$ cat config.mk
export PLATFORM = sky130hd
export DESIGN_NAME = eeprom_control
export DESIGN_NICKNAME = d
export VERILOG_FILES = /design/src/source/eeprom_pkg.sv /design/src/source/eeprom_control.sv
export SDC_FILE = /design/constraint.sdc
export NUM_CORES = 1
export LEC_CHECK = 0
export BUFFER_PORTS_ARGS = -buffer_cell sky130_fd_sc_hd__buf_2
export CAP_MARGIN = 10
export CORE_ASPECT_RATIO = 0.75
export CORE_MARGIN = 5
export CORE_UTILIZATION = 30
export DETAILED_ROUTE_END_ITERATION = 8
export SYNTH_ARGS = -nofsm -noshare
export SYNTH_HDL_FRONTEND = slang
export SYNTH_SLANG_ARGS = --single-unit
$ cat constraint.sdc
create_clock -name sda -period 2.1 [get_ports sda]
set_clock_uncertainty 0.05 [all_clocks]
set_input_delay 0.105 -clock sda [delete_from_list [all_inputs] [get_ports sda]]
set_output_delay 0.105 -clock sda [all_outputs]
set_load 0.1 [all_outputs]
$ cat src/source/eeprom_pkg.sv
`default_nettype none

package eeprom_pkg;

    // number of stored bytes.
    localparam int mem_depth = 2048;

    // full byte address, three page bits above eight word bits.
    localparam int addr_width = 11;

    // upper nibble of a control byte that selects this device.
    localparam logic [3:0] device_code = 4'b1010;

    // flops in the bus line synchronizer.
    localparam int sync_stages = 2;

    // control FSM states.
    // idle waits for a start condition.
    // ctrl_byte expects the control byte after a start.
    // word_addr and write_data follow a write control byte.
    // read_data lasts while the slave transmits.
    // ignore holds off until the next stop or start.
    typedef enum logic [2:0] {
        idle,
        ctrl_byte,
        word_addr,
        write_data,
        read_data,
        ignore
    } ctrl_state_t;

endpackage

`default_nettype wire

$ cat src/source/eeprom_control.sv
`default_nettype none

module eeprom_control (
    input  logic                              sda,
    input  logic                              rst_n,
    input  logic                              start_seen,
    input  logic                              stop_seen,
    input  logic                              byte_done,
    input  logic [7:0]                        rx_byte,
    input  logic                              ack_slot,
    output logic                              wr_en,
    output logic                              rd_en,
    output logic [eeprom_pkg::addr_width-1:0] addr,
    output logic [7:0]                        wr_data,
    output logic                              rd_ready,
    output logic                              ack_pull,
    output logic                              read_active
);
    import eeprom_pkg::*;

    ctrl_state_t state;
    logic [2:0]  page_q;
    logic [7:0]  word_q;
    logic        ack_slot_q;
    logic        slot_end;
    logic        dev_match;

    assign dev_match = (rx_byte[7:4] == device_code);
    assign slot_end  = ack_slot_q && !ack_slot;

    // a read control byte reads the array on its own byte_done cycle.
    assign rd_en = byte_done && (state == ctrl_byte) && dev_match && rx_byte[0];
    assign addr  = rd_en ? {rx_byte[3:1], word_q} : {page_q, word_q};

    always_ff @(posedge sda)
    begin
        if (!rst_n)
        begin
            state       <= idle;
            ack_pull    <= 1'b0;
            read_active <= 1'b0;
            wr_en       <= 1'b0;
            rd_ready    <= 1'b0;
            ack_slot_q  <= 1'b0;
        end
        else
        begin
            ack_slot_q <= ack_slot;
            rd_ready   <= rd_en;  // rd_data is valid now.
            wr_en      <= 1'b0;
            if (slot_end)
                ack_pull <= 1'b0;
            if (stop_seen)
            begin
                state       <= idle;
                ack_pull    <= 1'b0;
                read_active <= 1'b0;
            end
            else if (start_seen)
            begin
                state       <= ctrl_byte;
                ack_pull    <= 1'b0;
                read_active <= 1'b0;
            end
            else if (byte_done)
            begin
                case (state)
                    ctrl_byte:
                    begin
                        if (!dev_match)
                            state <= ignore;  // another device on the bus.
                        else if (rx_byte[0])
                        begin
                            state       <= read_data;
                            read_active <= 1'b1;
                            ack_pull    <= 1'b1;
                        end
                        else
                        begin
                            state    <= word_addr;
                            ack_pull <= 1'b1;
                        end
                    end
                    word_addr:
                    begin
                        state    <= write_data;
                        ack_pull <= 1'b1;
                    end
                    write_data:
                    begin
                        wr_en    <= 1'b1;
                        ack_pull <= 1'b1;
                        state    <= ignore; // No page write.
                    end
                    default:
                    begin
                        state <= state;
                    end
                endcase
            end
            else if ((state == read_data) && slot_end && !ack_pull)
            begin
                // the master answered the data byte; a NACK ends cleanly.
                read_active <= 1'b0;
                state       <= rx_byte[0] ? idle : ignore;
            end
        end
    end

    // address and data bytes carry no reset.
    always_ff @(posedge sda)
    begin
        if (byte_done && (state == ctrl_byte) && dev_match && !rx_byte[0])
            page_q <= rx_byte[3:1];
        if (byte_done && (state == word_addr))
            word_q <= rx_byte;
        if (byte_done && (state == write_data))
            wr_data <= rx_byte;
    end

endmodule

`default_nettype wire

==> key figures <==
Status
  – Run status: complete, no violations

Place
  – Placed Area: 1250 um2
  – Detailed placer's ending HPWL: 1700 um
  – # port buffers: 37
  – Final Wtd Congestion: 0.862

Timing
  – Setup_tns: 0 ps
  – Final setup viols: 0
  – Minimum clock period: 2030 ps
  – Final Hold Fails: 0
  – Period utilization: 0.966
  – RSZ-0062 raised after global routing: no
  – Worst hold slack: 14.7 ps
  – Slew Limit Fails: 0
  – Worst slew pin tran: 500 ps
  – Fmax: just under 500 MHz
  – Max_slew headroom: 0.669

Global route
  – Global-route wire length before repair: 3510 um
  – Largest net degree at the start of global routing: 17
  – Number of antenna violations at the first check in global routing: 0
  – Most Used Layer, Global Route: met2
  – Met2 GRT Util: 0.136
  – Total GRT Usage: 0.0952
  – Vias in the first global route: 750
  – Grt met1 use: 0.130
  – Met3 usage: 0.0519
  – Grt ovf: 0

Floorplanning
  – Die height: 60.7 um
  – Die ar.: about 4700 um2
  – Row cnt: 18
  – I/O pin count: 38
  – Initial Util: 0.313
  – Die Width: ~78 um
  – Core area: between 3000 and 4000 um2

Worst hold path
  – Min-Delay Path Class: in -> reg
  – Hold Path Depth: 1

Logic synthesis
  – Mapped Cells: 72
  – Area contributors post-synth: edfxtp_1 55%, dfxtp_1 16%, mux2_2 3.3%
  – Post-synth top area cell: edfxtp_1
  – Yosys top cell area share: 0.555
  – Distinct cells, synth: 27
  – Yosys synthesis warning count: 0
  – Mean post-synth cell area: 14.3 um2
  – Flops & latches, synth: 27
  – Mapped cell area: 1030 um2
  – Post-synthesis sequential area ratio: 0.710
  – Synth Net Count: 86

Power and ir drop
  – Worst IR Drop VDD: ~0.36 mV
  – PwrDens: 666 nW/um2
  – P_leak: 0.542 nW

Clock tree
  – Clk_lat worst skew: 270 ps
  – CTS root buf: clkbuf_8
  – CTS Buffer Depth: 2
  – H-Tree Level Count: 1
  – CTS Buf Count: 3
  – CTS tree: built
  – CTS clk-pin slew, worst paths: 90 ps
  – Clock Sinks: 27

Cells and area
  – Layout cells sized above 1: 0.432
  – Ant. Diodes: 0
  – Design area: 1370 um2
  – Nets: 133
  – # fillers: about 330
  – Area growth, synth to finish: 33.3%

Routing
  – Vias: ~740
  – Wire per inst: ~14 um
  – ANT nets after route: 0
  – Vias/cell: 4.66
  – Remaining routing DRC violations: 0
  – First-pass detailed-route iteration total: 4
  – Routed WL: 2200 um
  – DR iter-0 viols: 91

Worst setup path
  – Critical Path Start Type: flop
  – Critical path required time: 1950 ps
  – Crit path kind: reg -> out
  – CP max FO: 7
  – Worst r2r path cells: 3
  – CP arrival: 1870 ps
  – Crit end category: output pin
  – R2r setup slk: 540 ps

Job
  – Max_cap viols: 0
## area by class of cell
type	instances	area, um2	share of cell area
Clock buffer	3	41.3	0.0301
Clock inverter	1	7.51	0.00547
Inverter	1	3.75	0.00274
Multi-Input combinational cell	42	279	0.203
Sequential cell	27	732	0.534
Tap cell	40	50.0	0.0365
Timing Repair Buffer	44	258	0.188
## through the flow
step                instances  setup WS (ps)  total power, W   util
floorplan                  72            108        0.000602      -
global placement          148            377        0.000624  0.382
detailed placement        148            331        0.000626  0.382
CTS                       158           19.9        0.000927  0.415
global route              158           9.19        0.000949  0.417
finish                    158           70.4        0.000913  0.417
## metal layers
layer / vias to the layer above / share of wire
met1: 340 / 0.49
met3: 2 / 0.12
li1: 354 / -
met4: 0 / 0.0045
met5: - / 0
met2: 40 / 0.39
## cell families (layout without fill, tap and decap cells)
logic type,Yosys count,in the layout,synth area share
AND/OR/NAND/NOR,31,31,0.181
AO/OA/AOI/OAI,8,8,0.0560
multiplexers,3,3,0.0328
flip-flops,27,27,0.710
buffers and inverters,3,49,0.0195
## registers in the layout, summed over array words and instances, names as in the netlist
signal	flops
page_q	3
wr_en	1
word_q	8
ack_slot_q	1
state	3
wr_data	8
ack_pull	1
read_active	1
rd_ready	1
## critical path, cell delays in order, from the launching register on
cell	delay [ps]
dfxtp_1	340
and2b_1	290
and4_2	340
mux2_2	350
buf_2	290
## Yosys cell counts, drive strengths merged
cell type,instances
a211oi,1
a21oi,3
a41o,1
and2,2
and2b,1
and4,1
and4bb,1
buf,2
dfxtp,8
edfxtp,19
inv,1
mux2,3
nand2,6
nand2b,5
nand3,3
nand4b,1
nor2,4
nor2b,3
nor3,1
o211a,1
o211ai,1
o21a,1
or2,1
or3,1
or4,1
## where the power goes
part           leakage, nW  internal (W)  switching [W]
clock               0.0217      0.000134       0.000157
combinational        0.285     0.0000259      0.0000235
sequential           0.236      0.000570     0.00000232
## placed cells by master (no fill, tap or decap), drive strengths merged, types with 2 or more instances in the layout
| cell type | netlist | final |
|---|---|---|
| buf | 2 | 36 |
| edfxtp | 19 | 19 |
| dfxtp | 8 | 8 |
| dlygate4sd3 | 0 | 6 |
| nand2 | 6 | 6 |
| nand2b | 5 | 5 |
| clkbuf | 0 | 5 |
| nor2 | 4 | 4 |
| nand3 | 3 | 3 |
| nor2b | 3 | 3 |
| mux2 | 3 | 3 |
| a21oi | 3 | 3 |
| and2 | 2 | 2 |
## repair_timing
action                                 CTS  global route
endpoints found under the hold margin   12             0
setup endpoints to repair                0             3
hold buffers                             6             0
setup buffers                            0             0
gates resized for setup                  0             4
## path summary, 6_finish.rpt
path | endpoint | start
worst max-delay path | addr[10] | state[2]
worst min-delay path | word_q[3] | rx_byte[3]
worst max register to register | page_q[0] | state[2]
worst min register to register | wr_en | state[0]
(Power assumes the default switching activity.)
