==> config.mk <==
export PLATFORM = sky130hd
export DESIGN_NAME = read_shifter
export DESIGN_NICKNAME = d
export VERILOG_FILES = /design/src/source/read_shifter.sv
export SDC_FILE = /design/constraint.sdc
export NUM_CORES = 1
export LEC_CHECK = 0
export ABC_AREA = 0
export BUFFER_PORTS_ARGS = -buffer_cell sky130_fd_sc_hd__buf_4
export CORE_MARGIN = 5
export CORE_UTILIZATION = 45
export CTS_CLUSTER_DIAMETER = 30
export DETAILED_ROUTE_END_ITERATION = 12
export MAX_ROUTING_LAYER = met4
export PLACE_DENSITY = 0.8
export REMOVE_ABC_BUFFERS = 1
export SYNTH_ARGS = -nofsm -noshare
export SYNTH_HDL_FRONTEND = slang
export SYNTH_SLANG_ARGS = --single-unit
==> constraint.sdc <==
create_clock -name sda -period 1.8 [get_ports sda]
set_input_delay 0.18 -clock sda [delete_from_list [all_inputs] [get_ports sda]]
set_output_delay 0.18 -clock sda [all_outputs]
set_load 0.01 [all_outputs]
==> src/source/read_shifter.sv <==
`default_nettype none

module read_shifter (
    input  logic       sda,
    input  logic       rst_n,
    input  logic       scl_fall,
    input  logic       load_read,
    input  logic [7:0] rd_data,
    input  logic       read_active,
    input  logic       ack_pull,
    input  logic       ack_slot,
    output logic       sdo_low
);

    logic [7:0] shreg;
    logic [3:0] bits_left;
    logic       ack_start;
    logic       send_bit;

    // ack_pull is still set when its slot begins, ack_slot rises only after this fall.
    assign ack_start = ack_pull && !ack_slot;
    assign send_bit  = read_active && (bits_left != 4'd0) && !ack_start;

    always_ff @(posedge sda)
    begin
        if (!rst_n)
        begin
            sdo_low   <= 1'b0;
            bits_left <= '0;
        end
        else
        begin
            if (load_read)
                bits_left <= 4'd8;
            else if (scl_fall && send_bit)
                bits_left <= bits_left - 4'd1;
            if (scl_fall)
            begin
                if (ack_start)
                    sdo_low <= 1'b1;
                else if (send_bit)
                    sdo_low <= ~shreg[7]; // pull low for a zero bit.
                else
                    sdo_low <= 1'b0;
            end
        end
    end

    always_ff @(posedge sda)
    begin
        if (load_read)
            shreg <= rd_data;
        else if (scl_fall && send_bit)
            shreg <= {shreg[6:0], 1'b0};
    end

endmodule

`default_nettype wire

==> results.py, run 1 <==
metrics = {
    "run": {
        "cap_violations": 0,
    },
    "worst_setup_path": {
        "end_kind": "register",
        "cp_max_fo": 8,
        "worstSetupStartpointType": "register",
        "rr_startpoint": "bits_left[0]",
        "startpoint": "bits_left[0]",
        "crit_path_max_incr_delay_ns": 0.36,
        "critPathKind": "reg -> reg",
        "cp.buffers_inverters": 1,
        "worstPathArrival_ns": 1.63,
        "crit_slowest_cell": "dfxtp_1",
        "cp_top_family": "simple AND/OR/NAND/NOR gates",
        "worstPathRequired_ns": 1.76,
        "path_cells": "inv_1 -> ha_1 -> nor3b_2 -> nor3_1 -> or2_2",
    },
    "sta": {
        "slew_headroom_pct": 80.0,
        "hold_viol": 0,
        "skew_ns": 0.00510,
        "rsz0062_at_grt": "no",
        "final-max-slew-violation-count": 0,
        "period_share_pct": 92.6,
        "fin_setup_tns_ns": 0,
        "worstMarginPinSlew_ns": 0.297,
        "clock.fmax_ghz": 0.600,
        "setup_violations": 0,
        "timing.final.crit_period_ns": 1.67,
        "fin_hold_ws_ns": 0.156,
    },
    "final_layout": {
        "area_growth_pct": 24.4,
        "n_fill_cell": 109,
        "fin_util_pct": 60.0,
        "layout.nets": 88,
        "seq_area_sq_um": 340,
        "drive_gt1_share_pct": 40.8,
        "num_antenna_cells": 0,
        "multi_input_area_sq_um": 282,
    },
    "yosys": {
        "yosysSeqAreaShare_pct": 53.5,
        "netlist_area_sq_um": 636,
        "synth_common_cells": "edfxtp_1 (8), mux2_2 (7), dfxtp_1 (5)",
        "synth.top_cell.area_share_pct": 37.8,
        "synth_edf_count": 8,
        "synthArstFlopShare_pct": 0,
        "synth_area_leaders": "edfxtp_1 (38%), dfxtp_1 (16%), mux2_2 (12%)",
        "yosys_warnings": 0,
        "yosysUniqueCellTypes": 25,
        "synth_area_per_cell_sq_um": 12.0,
        "yosysMostFrequentCell": "edfxtp_1",
        "synth-main-ff-cell": "edfxtp_1",
        "ys_ff_latch": 13,
        "yosysTopAreaCell": "edfxtp_1",
        "synth_cells": 53,
    },
    "detailed_routing": {
        "drt-wirelength-per-cell_um": 12.8,
        "dr.pass1.iters": 4,
        "drc": 0,
        "routed_wl_um": 1100,
        "ant_nets": 0,
        "drt_iter0_drc": 8,
        "dr_total_vias": 466,
        "via_per_inst": 5.42,
    },
    "clocking": {
        "clk_latency_ns": 0.26,
        "hold_buffers": 0,
        "cts_tree": "yes",
        "cts-buffers-inserted": 3,
        "h-tree-depth": 1,
        "cts_root_buffer": "clkbuf_4",
        "clk_pin_slew_worst_paths_ns": 0.08,
        "postCtsSetupBuffers": 0,
        "ctsResizeCount": 0,
        "clockBufferDepth": 2,
        "cts.sinks": 13,
    },
    "floorplanning": {
        "start_util_pct": 48.2,
        "io_pins": 16,
        "fp.dieH_um": 47.6,
        "die_area_sq_um": 2260,
        "rows": 13,
        "coreArea_sq_um": 1320,
        "die_x_um": 47.6,
    },
    "power_and_ir_drop": {
        "ir_worst_vdd_uv": 682,
        "p_leak_uw": 0.000308,
        "power_density_nw_per_um2": 773,
    },
    "global_route": {
        "grt_use_total_pct": 12.1,
        "grt_pass1_vias": 454,
        "grt.overflow.total": 0,
        "grt_pass1_wl_um": 1870,
        "antenna_found_initial": 0,
        "grt_max_degree": 14,
    },
    "placed_design": {
        "io_buffers": 15,
        "place_congestion": 0.708,
        "dp_hpwl_um": 873,
    },
    "run_status": {
        "status": "finished clean",
    },
    "hold_path": {
        "holdCritStartpoint": "rst_n",
        "worst_hold_path_type": "in -> reg",
    },
}
==> through the flow <==
stage | power, uW | worst slack, ns | std cells | instance area [sq um]
floorplan | 403 | 0.252 | 52 | 628
detailed placement | 445 | 0.0780 | 82 | 759
global placement | 442 | 0.147 | 82 | 759
global route | 645 | 0.00256 | 86 | 791
finish | 611 | 0.133 | 86 | 791
CTS | 617 | 0.0621 | 86 | 786
==> logic make-up (layout without fill, tap and decap cells) <==
group	after synthesis	in the layout	synth area share, %
AOI/OAI and AO/OA	11	11	11.8
adders and majority gates	1	1	1.97
and+or+nand+nor	17	17	17.3
muxes	7	7	12.4
buffers and inverters	4	22	2.95
DFF	13	13	53.5
==> final cells by class <==
| cell class | instances | area share (%) |
|---|---|---|
| Timing Repair Buffer | 15 | 14.2 |
| Sequential cell | 13 | 43.0 |
| Inverter | 3 | 1.42 |
| Clock buffer | 4 | 3.32 |
| Multi-Input combinational cell | 36 | 35.6 |
| Tap cell | 15 | 2.37 |
==> sequential cells by signal (all words and copies together), names as in the netlist <==
register and flops:
shreg 8, bits_left 4, sdo_low 1
==> final timing paths <==
| path | depth (start not counted) | slack (ns) | end |
|---|---|---|---|
| min reg2reg | 2 | 0.50 | bits_left[0] |
| max | 5 | 0.13 | shreg[6] |
| min | 2 | 0.16 | sdo_low |
| max reg2reg | 5 | 0.13 | shreg[6] |
==> cell usage in the layout (no fill, tap or decap), types with 2 or more instances in the layout <==
cell type  netlist  final
edfxtp_1         8      8
clkbuf_4         0      3
inv_1            3      3
mux2_2           7      7
dfxtp_1          5      5
nor2b_1          2      2
nor3_1           2      2
nand4_1          2      2
a21oi_1          3      3
buf_4            1     15
and2_1           2      2
o31ai_1          3      3
a211oi_1         2      2
==> where the power goes <==
part           internal, uW  leakage, uW  switching, uW
logic                  52.7     0.000173           37.0
registers               340     0.000120           9.36
clock network          85.5    0.0000150           86.4
total                   478     0.000308            133
==> worst register-to-register path, stage by stage, from the launching register on <==
cell     delay [ns]
dfxtp_1        0.36
inv_1          0.06
ha_1           0.22
nor3b_2        0.18
nor3_1         0.25
or2_2          0.29
==> layer usage <==
| layer | part of all wire, % | wire, um | global-route usage, % | up-vias |
|---|---|---|---|---|
| met3 | 4.4 | 49 | 3.38 | 0 |
| met1 | 47 | 519 | 14.6 | 210 |
| met4 | 0 | 0 | 3.23 | 0 |
| li1 | - | - | - | 241 |
| met5 | 0 | 0 | - | - |
| met2 | 49 | 535 | 20.1 | 15 |
Note: power is estimated with default switching activity, not from simulation.
==> inputs of run 2 (changes only) <==
BUFFER_PORTS_ARGS = not set   (was -buffer_cell sky130_fd_sc_hd__buf_4)
DONT_BUFFER_PORTS = 1   (was not set)
PLACE_DENSITY = 0.71   (was 0.8)
SETUP_SLACK_MARGIN = 0.2   (was not set)
==> run 2 against run 1 <==
  * Critical path depth unchanged
  * Critical path type unchanged
  * Total power shrank 3.5%
  * Final area down 11%
  * Register-to-register slack improved by 0.16 ns
  * Cell count decreased by 16%
  * Sequential share of layout area up 5.6 points
  * Clock skew is 0.0034 ns lower
==> results.py, run 2 (synthesized netlist as in run 1, its figures left out) <==
metrics = {
    "run_status": {
        "status": "finished clean",
    },
    "worst_setup_path": {
        "crit_slowest_cell": "dfxtp_2",
        "end_kind": "register",
        "path_cells": "inv_1 -> ha_2 -> nor3b_4 -> nor3_2 -> or2_4",
        "worstSetupStartpointType": "register",
        "worstPathRequired_ns": 1.82,
        "crit_path_max_incr_delay_ns": 0.32,
        "cp_max_fo": 8,
        "critPathKind": "reg -> reg",
        "worstPathArrival_ns": 1.53,
    },
    "placed_design": {
        "place_ws_ns": 0.0764,
        "dp_hpwl_um": 814,
        "io_buffers": 0,
        "place_congestion": 0.811,
        "dpl_cell_area_sq_um": 647,
    },
    "clocking": {
        "cts-buffers-inserted": 3,
        "clockBufferDepth": 2,
        "clk_latency_ns": 0.27,
        "cts.sinks": 13,
        "clk_pin_slew_worst_paths_ns": 0.07,
        "cts_root_buffer": "clkbuf_4",
        "h-tree-depth": 1,
        "cts_tree": "yes",
        "hold_buffers": 0,
    },
    "detailed_routing": {
        "drt_iter0_drc": 15,
        "ant_nets": 0,
        "dr_total_vias": 449,
        "drt-wirelength-per-cell_um": 15.7,
        "routed_wl_um": 1130,
        "dr.pass1.iters": 4,
        "via_per_inst": 6.24,
        "drc": 0,
    },
    "floorplanning": {
        "io_pins": 16,
        "start_util_pct": 48.2,
        "rows": 13,
        "fp.dieH_um": 47.6,
        "coreArea_sq_um": 1320,
        "die_x_um": 47.6,
        "die_area_sq_um": 2260,
    },
    "final_layout": {
        "final_common_cell": "edfxtp_1",
        "area_growth_pct": 10.8,
        "reg_top3": "shreg (8), bits_left (4), sdo_low (1)",
        "final_cell_area_sq_um": 704,
        "regMostFlops": "shreg",
        "layout_common_cells": "edfxtp_1 (8), mux2_2 (7)",
        "num_antenna_cells": 0,
        "layout.nets": 74,
        "largest_register_ffs": 8,
        "drive_gt1_share_pct": 33.3,
    },
    "global_route": {
        "grt_use_total_pct": 13.4,
        "grt_pass1_vias": 467,
        "grt.overflow.total": 0,
        "grt_max_degree": 14,
        "grt_pass1_wl_um": 1970,
        "antenna_found_initial": 0,
    },
    "power_and_ir_drop": {
        "p_leak_uw": 0.000246,
        "power_density_nw_per_um2": 837,
        "clockPowerShare_pct": 29.5,
        "switchingPower_uw": 127,
        "total_power_uw": 589,
        "internal-power_uw": 462,
        "combinationalPowerShare_pct": 10.8,
        "p_sw_share_pct": 21.6,
        "ir_worst_vdd_uv": 472,
        "seqPwrFrac_pct": 59.6,
    },
    "sta": {
        "setup_ws_ns": 0.297,
        "final-max-slew-violation-count": 0,
        "slew_headroom_pct": 78.2,
        "rsz0062_at_grt": "no",
        "clock.fmax_ghz": 0.665,
        "period_share_pct": 83.5,
        "skew_ns": 0.00171,
        "timing.final.crit_period_ns": 1.50,
        "fin_hold_ws_ns": 0.0259,
        "fin_setup_tns_ns": 0,
        "hold_viol": 0,
        "setup_violations": 0,
        "worstMarginPinSlew_ns": 0.326,
    },
    "hold_path": {
        "worst_hold_path_type": "in -> reg",
    },
    "run": {
        "cap_violations": 0,
    },
}
-- run 2: changes by cell type in the layout (fill, tap and decap cells not counted) --
cell	before	now
buf_4	15	1
ha_2	0	1
dfxtp_2	0	2
nor3_1	2	1
ha_1	1	0
nor3b_2	1	0
or2_2	1	0
or2_4	0	1
dfxtp_1	5	3
nor3b_4	0	1
nor3_2	0	1
-- run 2: path summary, 6_finish.rpt --
path,slack [ns],to,depth (start not counted),start
worst max-delay path,0.30,shreg[7],5,bits_left[0]
worst min-delay path,0.03,sdo_low,1,rst_n
worst max register to register,0.30,shreg[7],5,bits_left[0]
worst min register to register,0.54,bits_left[0],3,bits_left[0]
-- run 2: area by class of cell --
class,instances,area (sq um)
multi-input combinational,36,298
tap,15,18.8
fill,108,613
timing repair buffer,1,7.51
inverter,3,11.3
sequential,13,343
clock buffer,4,26.3
-- run 2: what timing repair did --
item | 4_1_cts | 5_1_grt
endpoints found under the setup margin | 8 | 8
resized for setup | 3 | 4
setup buffers | 0 | 1
gates cloned | 0 | 0
pin swaps | 0 | 2
-- run 2: metal layers --
metal  track usage [%]  wire length [um]  vias up
met4              9.68                19        0
li1                  -                 -      212
met3              3.76                60        2
met1              12.8               451      213
met2              22.7               600       22
met5                 -                 0        -
-- run 2: critical path: cells and delay by family, from the launching register on --
family / cells / cell delay [ns]
buffers and inverters: 1 / 0.07
AND/OR/NAND/NOR: 3 / 0.66
adder cells (fa/ha/maj): 1 / 0.21
flip-flops: 1 / 0.32
-- run 2: power by group through the flow --
| stage | Clock, uW | Sequential, uW | Combinational [uW] |
|---|---|---|---|
| floorplan | 0 | 353 | 49.3 |
| global placement | 0 | 357 | 56.8 |
| detailed placement | 0 | 357 | 56.9 |
| CTS | 182 | 351 | 60.2 |
| global route | 205 | 353 | 70.7 |
| finish | 174 | 351 | 63.9 |
-- run 2: per-stage QoR --
stage	std cells	util (%)
final	72	53.5
after global routing	72	53.5
after CTS	71	52.0
after detailed placement	67	49.1
after global placement	67	49.1
after floorplan	52	-
==> inputs of run 3 (changes only) <==
clock period = 1.5 ns   (was 1.8 ns; I/O delays follow)
==> run 3 against run 2 <==
  * Fmax increased by 9.3%
  * Die area stayed put
  * Register-to-register slack worse by 0.17 ns
  * Via count down 1.6%
  * Cell count up 8.3%
  * Sequential share of layout area decreased by 4.7 points
  * Largest cell class unchanged
  * Highest routed layer unchanged
  * Utilization rose by 5.7 points
  * Clock skew is 0.0052 ns higher
  * Flip-flop and latch count did not move
==> results.py, run 3 (synthesized netlist as in run 1, its figures left out) <==
metrics = {
    "global_route": {
        "grt_use_total_pct": 12.9,
        "grt.overflow.total": 0,
        "grt_pass1_vias": 460,
        "grt_pass1_wl_um": 1980,
        "grt_max_degree": 14,
        "antenna_found_initial": 0,
    },
    "clocking": {
        "clk_pin_slew_worst_paths_ns": 0.08,
        "clockBufferDepth": 2,
        "cts-buffers-inserted": 3,
        "postCtsSetupBuffers": 0,
        "cts_tree": "yes",
        "clk_latency_ns": 0.27,
        "h-tree-depth": 1,
        "cts.sinks": 13,
        "cts_root_buffer": "clkbuf_4",
    },
    "final_layout": {
        "drive_gt1_share_pct": 46.0,
        "regMostFlops": "shreg",
        "layout_common_cells": "edfxtp_1 (8), mux2_2 (7), buf_4 (6)",
        "reg_top3": "shreg (8), bits_left (4), sdo_low (1)",
        "area_growth_pct": 22.6,
        "fin_util_pct": 59.2,
        "final_cell_area_sq_um": 779,
        "layout.nets": 80,
        "n_fill_cell": 110,
        "final_common_cell": "edfxtp_1",
        "largest_register_ffs": 8,
        "num_antenna_cells": 0,
    },
    "run": {
        "cap_violations": 0,
    },
    "detailed_routing": {
        "drt_iter0_drc": 6,
        "dr.pass1.iters": 4,
        "dr_total_vias": 442,
        "via_per_inst": 5.67,
        "ant_nets": 0,
        "routed_wl_um": 1280,
        "drt-wirelength-per-cell_um": 16.4,
        "drc": 0,
    },
    "worst_setup_path": {
        "reg2reg_to": "shreg[2]",
        "cp_max_fo": 8,
        "startpoint": "bits_left[0]",
        "worstSetupStartpointType": "register",
        "end_kind": "register",
        "worstPathRequired_ns": 1.47,
        "critPathKind": "reg -> reg",
        "r2r_slack_ns": 0.12,
        "worstPathArrival_ns": 1.35,
        "reg2regPathDepth": 5,
        "rr_startpoint": "bits_left[0]",
        "crit_end": "shreg[2]",
    },
    "floorplanning": {
        "rows": 13,
        "coreArea_sq_um": 1320,
        "die_x_um": 47.6,
        "start_util_pct": 48.2,
        "io_pins": 16,
        "die_area_sq_um": 2260,
        "fp.dieH_um": 47.6,
    },
    "placed_design": {
        "place_congestion": 0.796,
        "dpl_cell_area_sq_um": 692,
        "dp_hpwl_um": 910,
        "io_buffers": 0,
    },
    "hold_path": {
        "hold-path-cell-count": 2,
        "worst_hold_path_type": "in -> reg",
    },
    "sta": {
        "setup_violations": 0,
        "slew_headroom_pct": 75.5,
        "rsz0062_at_grt": "yes",
        "hold_viol": 0,
        "fin_setup_tns_ns": 0,
        "period_share_pct": 91.7,
        "worstMarginPinSlew_ns": 0.367,
        "skew_ns": 0.00695,
        "final-max-slew-violation-count": 0,
        "clock.fmax_ghz": 0.727,
        "timing.final.crit_period_ns": 1.38,
    },
    "power_and_ir_drop": {
        "ir_worst_vdd_uv": 653,
        "total_power_uw": 729,
        "power_density_nw_per_um2": 935,
        "p_leak_uw": 0.000279,
    },
    "run_status": {
        "status": "finished clean",
    },
}
-- run 3: cell types whose count changed in the layout (fill, tap and decap cells not counted) --
cell           delta
a311oi_1          -1
inv_2             +2
a31oi_2           +1
inv_1             -2
buf_4             +5
a31oi_1           -1
a211oi_2          +1
a311oi_2          +1
dlygate4sd3_1     +1
ha_2              -1
a211oi_1          -1
ha_4              +1
-- run 3: what timing repair did --
| action | 4_1_cts | 5_1_grt |
|---|---|---|
| pin swaps | 5 | 2 |
| endpoints found under the hold margin | 1 | 0 |
| hold buffers | 1 | 0 |
| endpoints found under the setup margin | 10 | 10 |
| gates resized for setup | 11 | 2 |
| gates cloned | 0 | 0 |
-- run 3: how the worst min path moves through the flow --
stage	slack, ns	end	start
2_1_floorplan	0.27	sdo_low	rst_n
3_3_place_gp	0.28	sdo_low	rst_n
3_5_place_dp	0.28	sdo_low	rst_n
6_report	0.02	bits_left[3]	rst_n
5_1_grt	0.01	bits_left[3]	rst_n
4_1_cts	0.02	bits_left[3]	rst_n
-- run 3: worst max-delay path, stage by stage, from the launching register on --
cell     delay (ns)
dfxtp_2        0.33
inv_2          0.05
ha_4           0.15
nor3b_4        0.15
nor3_2         0.18
or2_4          0.22
-- run 3: area by class of cell --
class / count / area, sq um / share of cell area (%)
Sequential cell: 13 / 343 / 44.0
Multi-Input combinational cell: 36 / 325 / 41.7
Timing Repair Buffer: 7 / 55.1 / 7.06
Clock buffer: 4 / 26.3 / 3.37
Tap cell: 15 / 18.8 / 2.41
Inverter: 3 / 11.3 / 1.44
-- run 3: power breakdown --
group          switching (uW)  total [uW]  internal, uW
Clock                     105         208           103
Sequential               11.8         420           408
Combinational            43.6         101          57.7
-- run 3: per-stage QoR --
stage / cells / hold WS [ns] / setup slack, ns
after global routing: 78 / 0.0104 / 0.0533
after global placement: 73 / 0.278 / -0.0106
after CTS: 78 / 0.0158 / 0.131
after floorplan: 52 / 0.268 / -0.0482
after detailed placement: 73 / 0.282 / -0.0174
final: 78 / 0.0209 / 0.125
-- run 3: metal layers --
layer	global-route usage, %	routed length (um)	up-vias
met3	3.76	46	2
li1	-	-	226
met4	3.23	9	0
met1	14.3	506	204
met2	22.7	719	10
met5	-	0	-
