==> src/source/eeprom_pkg.sv <==
`default_nettype none

package eeprom_pkg;

    // number of stored bytes.
    localparam int mem_depth = 2048;

    // full byte address, three page bits above eight word bits.
    localparam int addr_width = 11;

    // upper nibble of a control byte that selects this device.
    localparam logic [3:0] device_code = 4'b1010;

    // flops in the bus line synchronizer.
    localparam int sync_stages = 2;

    // control FSM states.
    // idle waits for a start condition.
    // ctrl_byte expects the control byte after a start.
    // word_addr and write_data follow a write control byte.
    // read_data lasts while the slave transmits.
    // ignore holds off until the next stop or start.
    typedef enum logic [2:0] {
        idle,
        ctrl_byte,
        word_addr,
        write_data,
        read_data,
        ignore
    } ctrl_state_t;

endpackage

`default_nettype wire

==> src/source/bus_decode.sv <==
`default_nettype none

module bus_decode (
    input  logic       sda,
    input  logic       rst_n,
    input  logic       scl,
    input  logic       sdi,
    output logic       start_seen,
    output logic       stop_seen,
    output logic       scl_fall,
    output logic       byte_done,
    output logic [7:0] rx_byte,
    output logic       ack_slot
);
    import eeprom_pkg::*;

    logic [sync_stages-1:0] scl_sync;
    logic [sync_stages-1:0] sdi_sync;
    logic                   scl_s;
    logic                   sdi_s;
    logic                   scl_q;
    logic                   sdi_q;
    logic                   scl_rise;
    logic [3:0]             bit_cnt;

    assign scl_s = scl_sync[sync_stages-1];
    assign sdi_s = sdi_sync[sync_stages-1];

    // the idle bus is high on both lines.
    always_ff @(posedge sda)
    begin
        if (!rst_n)
        begin
            scl_sync <= '1;
            sdi_sync <= '1;
            scl_q    <= 1'b1;
            sdi_q    <= 1'b1;
        end
        else
        begin
            scl_sync <= {scl_sync[sync_stages-2:0], scl};
            sdi_sync <= {sdi_sync[sync_stages-2:0], sdi};
            scl_q    <= scl_s;
            sdi_q    <= sdi_s;
        end
    end

    // edge and condition strobes, registered one cycle past the synchronizer.
    always_ff @(posedge sda)
    begin
        if (!rst_n)
        begin
            start_seen <= 1'b0;
            stop_seen  <= 1'b0;
            scl_rise   <= 1'b0;
            scl_fall   <= 1'b0;
        end
        else
        begin
            start_seen <= scl_s && scl_q && sdi_q && !sdi_s;
            stop_seen  <= scl_s && scl_q && !sdi_q && sdi_s;
            scl_rise   <= scl_s && !scl_q;
            scl_fall   <= !scl_s && scl_q;
        end
    end

    // bit slots 0 to 7 carry data, slot 8 is the acknowledge.
    always_ff @(posedge sda)
    begin
        if (!rst_n)
        begin
            bit_cnt   <= '0;
            byte_done <= 1'b0;
            ack_slot  <= 1'b0;
        end
        else
        begin
            byte_done <= scl_rise && (bit_cnt == 4'd7);
            if (start_seen || stop_seen)
            begin
                bit_cnt  <= '0;
                ack_slot <= 1'b0;
            end
            else
            begin
                if (scl_rise)
                    bit_cnt <= (bit_cnt == 4'd8) ? 4'd0 : bit_cnt + 4'd1;
                if (scl_fall)
                    ack_slot <= (bit_cnt == 4'd8); // slot opens after the 8th bit.
            end
        end
    end

    // the ninth rise shifts in the acknowledge bit too, so rx_byte[0] holds it afterwards.
    always_ff @(posedge sda)
    begin
        if (scl_rise)
            rx_byte <= {rx_byte[6:0], sdi_s};
    end

endmodule

`default_nettype wire

==> config.mk <==
export PLATFORM = sky130hd
export DESIGN_NAME = bus_decode
export DESIGN_NICKNAME = d
export VERILOG_FILES = /design/src/source/eeprom_pkg.sv /design/src/source/bus_decode.sv
export SDC_FILE = /design/constraint.sdc
export NUM_CORES = 1
export LEC_CHECK = 0
export ABC_AREA = 1
export BUFFER_PORTS_ARGS = -buffer_cell sky130_fd_sc_hd__buf_2
export CORE_MARGIN = 5
export CORE_UTILIZATION = 40
export DETAILED_ROUTE_END_ITERATION = 12
export SYNTH_ARGS = -nofsm -noshare
export SYNTH_HDL_FRONTEND = slang
export SYNTH_SLANG_ARGS = --single-unit
==> constraint.sdc <==
create_clock -name sda -period 1 [get_ports sda]
set_input_delay 0.05 -clock sda [delete_from_list [all_inputs] [get_ports sda]]
set_output_delay 0.05 -clock sda [all_outputs]
set_load 0.02 [all_outputs]
==> results of run 1 <==
-- final cells by class --
type / instances / area [um^2] / area share
Inverter: 10 / 37.5 / 0.0377
Clock buffer: 4 / 26.3 / 0.0264
Sequential cell: 24 / 564 / 0.567
Tap cell: 27 / 33.8 / 0.0340
Timing Repair Buffer: 20 / 118 / 0.118
Multi-Input combinational cell: 40 / 215 / 0.216
-- cells in the mapped netlist --
library cell  instances
a21boi_2              1
dfxtp_1              16
o21ai_0               2
ha_1                  2
edfxtp_1              8
a31oi_1               1
nor4_1                1
inv_1                10
or2_2                 4
nor2_1                6
nand2_2               1
a21oi_1               1
nor3_1                2
nor2_2                1
nand4_1               1
nand2_1              15
nand3_1               2
-- flip-flops by register name, indices dropped and copies added (netlist names) --
| signal | cells |
|---|---|
| sdi_q | 1 |
| sdi_sync | 2 |
| rx_byte | 8 |
| start_seen | 1 |
| ack_slot | 1 |
| scl_rise | 1 |
| scl_q | 1 |
| scl_fall | 1 |
| scl_sync | 2 |
| byte_done | 1 |
| bit_cnt | 4 |
| stop_seen | 1 |
-- worst max-delay path: stages --
cell and delay, ns:
dlygate4sd3_1 0.53, buf_2 0.15, inv_1 0.12, or2_2 0.29
-- cell families (layout without fill, tap and decap cells) --
group | Yosys count | after routing | share of synthesized area
DFF | 24 | 24 | 0.697
adders and majority gates | 2 | 2 | 0.0311
and+or+nand+nor | 33 | 33 | 0.185
buffers and inverters | 10 | 34 | 0.0467
AOI/OAI and AO/OA | 5 | 5 | 0.0404
-- cells in the final DEF (no fill, tap or decap) --
cell type      count
a21oi_1            1
a31oi_1            1
edfxtp_1           8
nand4_1            1
or2_2              4
dfxtp_1           13
ha_2               1
clkbuf_4           3
dlygate4sd3_1      3
nand3_1            2
dfxtp_2            3
ha_1               1
nand2_2            1
inv_1              9
nor2_2             1
o21ai_0            2
buf_4              1
nor2_1             6
nand2_1           15
clkbuf_1           1
buf_2             16
a21boi_2           1
nor3_1             2
nor4_2             1
inv_2              1
-- where the power goes --
group	total, W	switching, W	internal [W]
Combinational	0.0000697	0.0000385	0.0000312
Clock	0.000401	0.000246	0.000155
Sequential	0.00103	0.00000900	0.00102
Total	0.00150	0.000294	0.00121
-- layer usage --
metal / routed length, um / part of all wire / vias to the layer above
met2: 644 / 0.51 / 10
met1: 547 / 0.43 / 246
met5: 0 / 0 / -
met3: 53 / 0.042 / 4
li1: - / - / 288
met4: 23 / 0.018 / 0
-- worst max path at each step --
stage	start	to	slack, ns	cells past startpoint
global placement	bit_cnt[0]	bit_cnt[3]	0.06	5
floorplan	bit_cnt[0]	ack_slot	0.11	4
global route	rst_n	ack_slot	-0.007	6
detailed placement	bit_cnt[0]	bit_cnt[3]	0.03	5
CTS	bit_cnt[0]	bit_cnt[3]	0.0002	5
finish	rst_n	scl_sync[1]	0.05	4
-- timing repair --
| item | CTS | global route |
|---|---|---|
| gates resized for setup | 0 | 5 |
| hold buffers | 3 | 0 |
| endpoints found under the setup margin | 0 | 6 |
| endpoints found under the hold margin | 4 | 0 |
-- per-stage QoR --
step	hold WS (ns)	utilization	total power, W	TNS (ns)
2_1_floorplan	0.119	-	0.00109	0
3_5_place_dp	0.239	0.477	0.00111	0
5_1_grt	0.443	0.512	0.00158	-0.00726
6_report	0.419	0.512	0.00150	0
4_1_cts	0.426	0.506	0.00152	0
3_3_place_gp	0.238	0.477	0.00111	0
==> flow_summary.json, run 1 <==
{
  "status": "finished, final reports clean",
  "cts_tree": "done",
  "min_period_ns": 0.947,
  "cts-root-buf": "clkbuf_4",
  "firstDrtPassIters": 3,
  "hpwl_um": 962,
  "startpoint_type": "input pin",
  "dp_worst_setup_slack_ns": 0.0252,
  "fin_skew_ns": 0.00696,
  "irDropWorstVdd_uv": 886,
  "fmax_mhz": 1060,
  "reg2reg_to": "bit_cnt[1]",
  "gp_congestion": 0.853,
  "grt_max_degree": 14,
  "p_per_area_nw_per_um2": 1510,
  "met3_usage": 0.0327,
  "via_per_inst": 4.38,
  "initialDrtViolationCount": 5,
  "worstPathRequired_ns": 1.19,
  "grt.met1_usage": 0.124,
  "synthesis.area_um2": 805,
  "yosysSeqAreaShare": 0.697,
  "busiest_layer": "met2",
  "arrival_ns": 1.14,
  "final_area_um2": 995,
  "synthTopCellsByArea": "dfxtp_1 40%, edfxtp_1 30%, nand2_1 7.0%",
  "clock_sinks": 24,
  "antennaDiodeCount": 0,
  "hp-class": "reg2reg",
  "min_from": "sdi_sync[0]",
  "drive_above_1_share": 0.337,
  "dp_cells": 118,
  "end_kind": "flip-flop",
  "finalMaxSlewViolations": 0,
  "timing.final.ws_setup_ns": 0.0528,
  "grt_first_pass_wirelength_um": 2070,
  "ant_nets": 0,
  "worstSetupPathType": "in2reg",
  "synthDistinctLibCells": 17,
  "met2_usage": 0.157,
  "fin_crit_sh": 0.947,
  "drc": 0,
  "cap_violations": 0,
  "gr-total-overflow": 0,
  "cts-htree-levels": 1,
  "finalHoldViolCount": 0,
  "ios": 17,
  "area_delta_synth_final_pct": 23.6,
  "initial_core_util": 0.414,
  "die_width_um": 54.8,
  "syn_avg_cell_area_um2": 10.9,
  "layout.cells.non_filler": 125,
  "placed_area_um2": 927,
  "grt_pass1_vias": 485,
  "fillers": 175,
  "reg2reg_depth": 4,
  "antenna_found_initial": 0,
  "ys_warn_count": 0,
  "p_leak_nw": 0.422,
  "clk_latency_ns": 0.30,
  "dieArea_um2": 3010,
  "post_cts_buffers": 0,
  "rows": 16,
  "ys_ff_latch": 24,
  "clk_pin_slew_worst_paths_ns": 0.12,
  "num_vias": 548,
  "crit_fanout": 7,
  "routed_wl_um": 1270,
  "synth_top_area_frac": 0.398,
  "synth_area_leader_cell": "dfxtp_1",
  "clockBufferDepth": 2,
  "num-nets-final": 105,
  "core_area_um2": 1940,
  "worst_pin_slew_ns": 0.207,
  "track_usage": 0.0993,
  "ff2ff_setup_slack_ns": 0.07,
  "regToRegStartpoint": "bit_cnt[0]",
  "slew_headroom": 0.861,
  "syn_nets": 80,
  "holdPathStages": 1,
  "chipHeight_um": 54.8,
  "wl_per_cell_um": 10.1,
  "cts_buffers": 3,
  "port_buffers": 16,
  "setup_viol": 0,
  "syn_inst": 74,
  "hold_path_end": "sdi_sync[1]"
}
Note: power is estimated with default switching activity, not from simulation.
==> inputs of run 2 (changes only) <==
--- a/config.mk
+++ b/config.mk
@@ -7,9 +7,12 @@
 export LEC_CHECK = 0
 export ABC_AREA = 1
 export BUFFER_PORTS_ARGS = -buffer_cell sky130_fd_sc_hd__buf_2
+export CELL_PAD_IN_SITES_DETAIL_PLACEMENT = 1
+export CELL_PAD_IN_SITES_GLOBAL_PLACEMENT = 1
 export CORE_MARGIN = 5
-export CORE_UTILIZATION = 40
+export CORE_UTILIZATION = 35
 export DETAILED_ROUTE_END_ITERATION = 12
+export PLACE_DENSITY_LB_ADDON = 0.1
 export SYNTH_ARGS = -nofsm -noshare
 export SYNTH_HDL_FRONTEND = slang
 export SYNTH_SLANG_ARGS = --single-unit
==> run 2 against run 1 <==
Net effect:
- non-clock buffer count grew 6
- count of clock-buffer cells in the layout unchanged
- cell area grew 12%
- critical path depth is 1 higher
- register-to-register slack lost 0.07 ns
- setup slack lost 0.050 ns
- sequential cell count unchanged
- largest cell class unchanged
- die area up 12%
- critical path type is now reg2reg
- first-iteration DRC count grew 40%
- highest routed layer unchanged
- combinational power rose by 13%
- via count increased by 11%
- power is 13% higher
==> flow_summary.json, run 2 (same netlist as run 1, synthesis figures left out) <==
{
  "irDropWorstVdd_uv": 1080,
  "slew_headroom": 0.861,
  "firstDrtPassIters": 2,
  "initialDrtViolationCount": 7,
  "cap_violations": 0,
  "ant_nets": 0,
  "rsz0062_at_grt": "true",
  "timing.final.ws_setup_ns": 0.00301,
  "startpoint_type": "flip-flop",
  "die_width_um": 57.9,
  "area_delta_synth_final_pct": 38.3,
  "fin_skew_ns": 0.00557,
  "hpwl_um": 1180,
  "cts_buffers": 3,
  "clk_latency_ns": 0.31,
  "final_common_cell": "nand2_1",
  "rows": 17,
  "fillers": 253,
  "num_vias": 607,
  "crit_chain": "buf_4 -> ha_1 -> nand3_1 -> nand2_1 -> nor2_1",
  "setup_viol": 0,
  "top_regs": "rx_byte (8), bit_cnt (4)",
  "core_area_um2": 2210,
  "path_delay_family": "flip-flops",
  "drc": 0,
  "track_usage": 0.107,
  "crit_fanout": 3,
  "cpPeakStageDelay_ns": 0.35,
  "largest_reg_flops": 8,
  "initial_core_util": 0.364,
  "clk_pin_slew_worst_paths_ns": 0.13,
  "arrival_ns": 1.25,
  "status": "finished, final reports clean",
  "antennaDiodeCount": 0,
  "largest_register": "rx_byte",
  "via_per_inst": 4.60,
  "final_cell_mix": "15 x nand2_1, 12 x dfxtp_1, 11 x buf_2",
  "min_period_ns": 0.997,
  "gp_congestion": 0.739,
  "grt_max_degree": 15,
  "cts-htree-levels": 1,
  "clock_sinks": 24,
  "drive_above_1_share": 0.385,
  "clockBufferDepth": 2,
  "fin_crit_sh": 0.997,
  "placed_area_um2": 948,
  "worstPathRequired_ns": 1.26,
  "finalHoldViolCount": 0,
  "antenna_found_initial": 0,
  "dp_worst_setup_slack_ns": -0.00584,
  "hp-class": "reg2reg",
  "path_buf_inv": 1,
  "p_per_area_nw_per_um2": 1520,
  "worstSetupPathType": "reg2reg",
  "cts-root-buf": "clkbuf_4",
  "port_buffers": 16,
  "routed_wl_um": 1720,
  "cts_tree": "done",
  "num-nets-final": 111,
  "fmax_mhz": 1000,
  "dieArea_um2": 3360,
  "whs_ns": 0.432,
  "finalMaxSlewViolations": 0,
  "final_area_um2": 1110,
  "ios": 17,
  "wl_per_cell_um": 13.1,
  "chipHeight_um": 57.9,
  "p_leak_nw": 0.478,
  "gr-total-overflow": 0,
  "worst_pin_slew_ns": 0.207,
  "grt_pass1_vias": 599,
  "grt_first_pass_wirelength_um": 2650,
  "cp_slowest_cell": "dfxtp_2",
  "end_kind": "flip-flop"
}
run 2: routing by layer:
| metal | part of all wire | vias up | track usage |
|---|---|---|---|
| met3 | 0.045 | 2 | 0.0468 |
| met5 | 0 | - | 0 |
| met2 | 0.56 | 10 | 0.194 |
| met4 | 0.0081 | 0 | 0.0298 |
| met1 | 0.38 | 295 | 0.112 |
| li1 | - | 300 | - |
run 2: area by class of cell:
type | count | area [um^2] | share of cell area
Clock buffer | 4 | 47.5 | 0.0427
Tap cell | 28 | 35.0 | 0.0315
Timing Repair Buffer | 26 | 206 | 0.186
Sequential cell | 24 | 568 | 0.511
Multi-Input combinational cell | 40 | 218 | 0.196
Inverter | 10 | 37.5 | 0.0337
run 2: timing repair:
item,4_1_cts,5_1_grt
endpoints found under the setup margin,2,8
gates resized for setup,2,16
pin swaps,1,2
buffers inserted,0,5
endpoints found under the hold margin,5,0
hold buffers,3,0
run 2: worst register-to-register path, delay by kind of cell (launching register included):
family	cells	cell delay [ns]
simple gates	3	0.26
flops	1	0.35
buf+inv	1	0.13
fa+ha+maj	1	0.20
run 2: metrics by stage:
step,total power [W],utilization,cells,setup TNS (ns)
final,0.00169,0.503,132,0
after global routing,0.00178,0.503,132,-0.140
after CTS,0.00171,0.465,127,0
after detailed placement,0.00112,0.429,120,-0.00584
after global placement,0.00111,0.429,120,0
after floorplan,0.00109,-,74,0
run 2: worst paths after layout:
kind                     from     endpoint  slack, ns  cells past startpoint
hold reg to reg   scl_sync[0]  scl_sync[1]       0.43                      1
hold / removal    scl_sync[0]  scl_sync[1]       0.43                      1
setup reg to reg   bit_cnt[0]   bit_cnt[2]      0.003                      5
setup / recovery   bit_cnt[0]   bit_cnt[2]      0.003                      5
run 2: where the power goes:
group / total [W] / switching [W] / internal, W / leakage, nW
Combinational: 0.0000788 / 0.0000413 / 0.0000375 / 0.247
Clock: 0.000585 / 0.000280 / 0.000305 / 0.0261
Sequential: 0.00103 / 0.0000104 / 0.00102 / 0.204
Total: 0.00169 / 0.000331 / 0.00136 / 0.478
==> inputs of run 3 (changes only) <==
--- a/config.mk
+++ b/config.mk
@@ -12,7 +12,7 @@
 export CORE_MARGIN = 5
 export CORE_UTILIZATION = 35
 export DETAILED_ROUTE_END_ITERATION = 12
-export PLACE_DENSITY_LB_ADDON = 0.1
+export PLACE_DENSITY_LB_ADDON = 0.05
 export SYNTH_ARGS = -nofsm -noshare
 export SYNTH_HDL_FRONTEND = slang
 export SYNTH_SLANG_ARGS = --single-unit
==> run 3 against run 2 <==
Net effect:
- non-clock buffer count is 5 lower
- first-iteration DRC count decreased by 100%
- power down 11%
- count of clock-buffer cells in the layout down 1
- critical endpoint is now bit_cnt[1]
==> flow_summary.json, run 3 (same netlist as run 1, synthesis figures left out) <==
{
  "min_period_ns": 0.960,
  "end_kind": "flip-flop",
  "setup_viol": 0,
  "rows": 17,
  "met1_length_um": 600,
  "dp_cells": 119,
  "die_width_um": 57.9,
  "chipHeight_um": 57.9,
  "cts-root-buf": "clkbuf_4",
  "ant_nets": 0,
  "cap_violations": 0,
  "dieArea_um2": 3360,
  "irDropWorstVdd_uv": 883,
  "reg2reg_depth": 4,
  "worstSetupPathType": "reg2reg",
  "gr-total-overflow": 0,
  "wl_met2_um": 795,
  "largest_reg_flops": 8,
  "via_per_inst": 4.39,
  "num-nets-final": 106,
  "grt_first_pass_wirelength_um": 2490,
  "fillers": 253,
  "num_vias": 558,
  "crit_fanout": 3,
  "layout.cells.non_filler": 127,
  "finalPower_w": 0.00151,
  "fin_crit_sh": 0.960,
  "status": "finished, final reports clean",
  "reg2reg_to": "bit_cnt[1]",
  "p_per_area_nw_per_um2": 1490,
  "regToRegStartpoint": "bit_cnt[0]",
  "hpwl_um": 1100,
  "largest_register": "rx_byte",
  "fin_skew_ns": 0.00318,
  "clk_pin_slew_worst_paths_ns": 0.12,
  "dr_wl_met3_um": 51,
  "top_regs": "rx_byte (8), bit_cnt (4)",
  "hp-class": "reg2reg",
  "p_leak_nw": 0.428,
  "area_delta_synth_final_pct": 26.0,
  "ff2ff_setup_slack_ns": 0.04,
  "firstDrtPassIters": 1,
  "fmax_mhz": 1040,
  "initial_core_util": 0.364,
  "gp_congestion": 0.737,
  "wl_per_cell_um": 11.5,
  "cp-startpoint": "bit_cnt[0]",
  "initialDrtViolationCount": 0,
  "clock_sinks": 24,
  "cts-htree-levels": 1,
  "finalMaxSlewViolations": 0,
  "grt_max_degree": 14,
  "worst_pin_slew_ns": 0.234,
  "track_usage": 0.0976,
  "finalHoldViolCount": 0,
  "final_common_cell": "buf_2",
  "antenna_found_initial": 0,
  "final_cell_mix": "16 x buf_2, 15 x nand2_1, 13 x dfxtp_1",
  "ios": 17,
  "cts_buffers": 3,
  "port_buffers": 16,
  "cts_tree": "done",
  "worstPathRequired_ns": 1.24,
  "grt_pass1_vias": 582,
  "routed_wl_um": 1460,
  "clockBufferDepth": 2,
  "startpoint_type": "flip-flop",
  "arrival_ns": 1.20,
  "clk_latency_ns": 0.30,
  "utilization": 0.458,
  "endpoint": "bit_cnt[1]",
  "highest_layer": "met4",
  "drive_above_1_share": 0.364,
  "antennaDiodeCount": 0,
  "drc": 0,
  "core_area_um2": 2210,
  "slew_headroom": 0.843
}
run 3: changes by cell type in the layout (fill, tap and decap cells not counted), moves of 2 or more:
cell,before,now
buf_2,11,16
buf_6,5,0
buf_4,6,2
nor2_1,6,4
nor2_2,0,2
run 3: worst min-delay path by stage:
| stage | start | endpoint | slack (ns) | depth (start not counted) |
|---|---|---|---|---|
| global route | scl_sync[0] | scl_sync[1] | 0.45 | 1 |
| global placement | scl | scl_sync[0] | 0.24 | 2 |
| finish | sdi_sync[0] | sdi_sync[1] | 0.43 | 1 |
| CTS | sdi_sync[0] | sdi_sync[1] | 0.43 | 1 |
| floorplan | rst_n | scl_q | 0.12 | 1 |
| detailed placement | scl | scl_sync[0] | 0.24 | 2 |
run 3: power breakdown:
group | leakage [nW] | total [W] | internal (W) | switching [W]
Clock | 0.0154 | 0.000410 | 0.000145 | 0.000265
Sequential | 0.204 | 0.00103 | 0.00102 | 0.00000967
Combinational | 0.209 | 0.0000716 | 0.0000322 | 0.0000394
run 3: final cells by class:
type                            count  area, um^2  area share
Multi-Input combinational cell     40         223       0.220
Inverter                           10        37.5      0.0370
Clock buffer                        3        22.5      0.0222
Clock inverter                      1        3.75     0.00370
Sequential cell                    24         567       0.559
Timing Repair Buffer               21         125       0.123
Tap cell                           28        35.0      0.0346
run 3: routing by layer:
layer	global-route usage	vias to the layer above
li1	-	287
met1	0.111	262
met2	0.166	7
met3	0.0200	2
met4	0.0596	0
met5	0	-
run 3: worst max-delay path, cell delays in order (launching register included):
cell and delay (ns):
dfxtp_2 0.37, inv_2 0.04, ha_2 0.30, nand2_1 0.06, a21boi_2 0.13
run 3: timing repair:
item / in CTS / in global routing
hold endpoints to repair: 5 / 0
hold buffers: 3 / 0
setup buffers: 0 / 1
gates resized for setup: 0 / 9
setup endpoints to repair: 0 / 6
run 3: metrics by stage:
step	TNS (ns)	setup WS (ns)	cell area [um^2]	hold WS, ns
floorplan	0	0.106	806	0.119
global placement	0	0.0160	928	0.236
detailed placement	0	0.0349	928	0.238
CTS	0	0.00763	985	0.431
global route	-0.0247	-0.0130	1010	0.454
finish	0	0.0400	1010	0.426
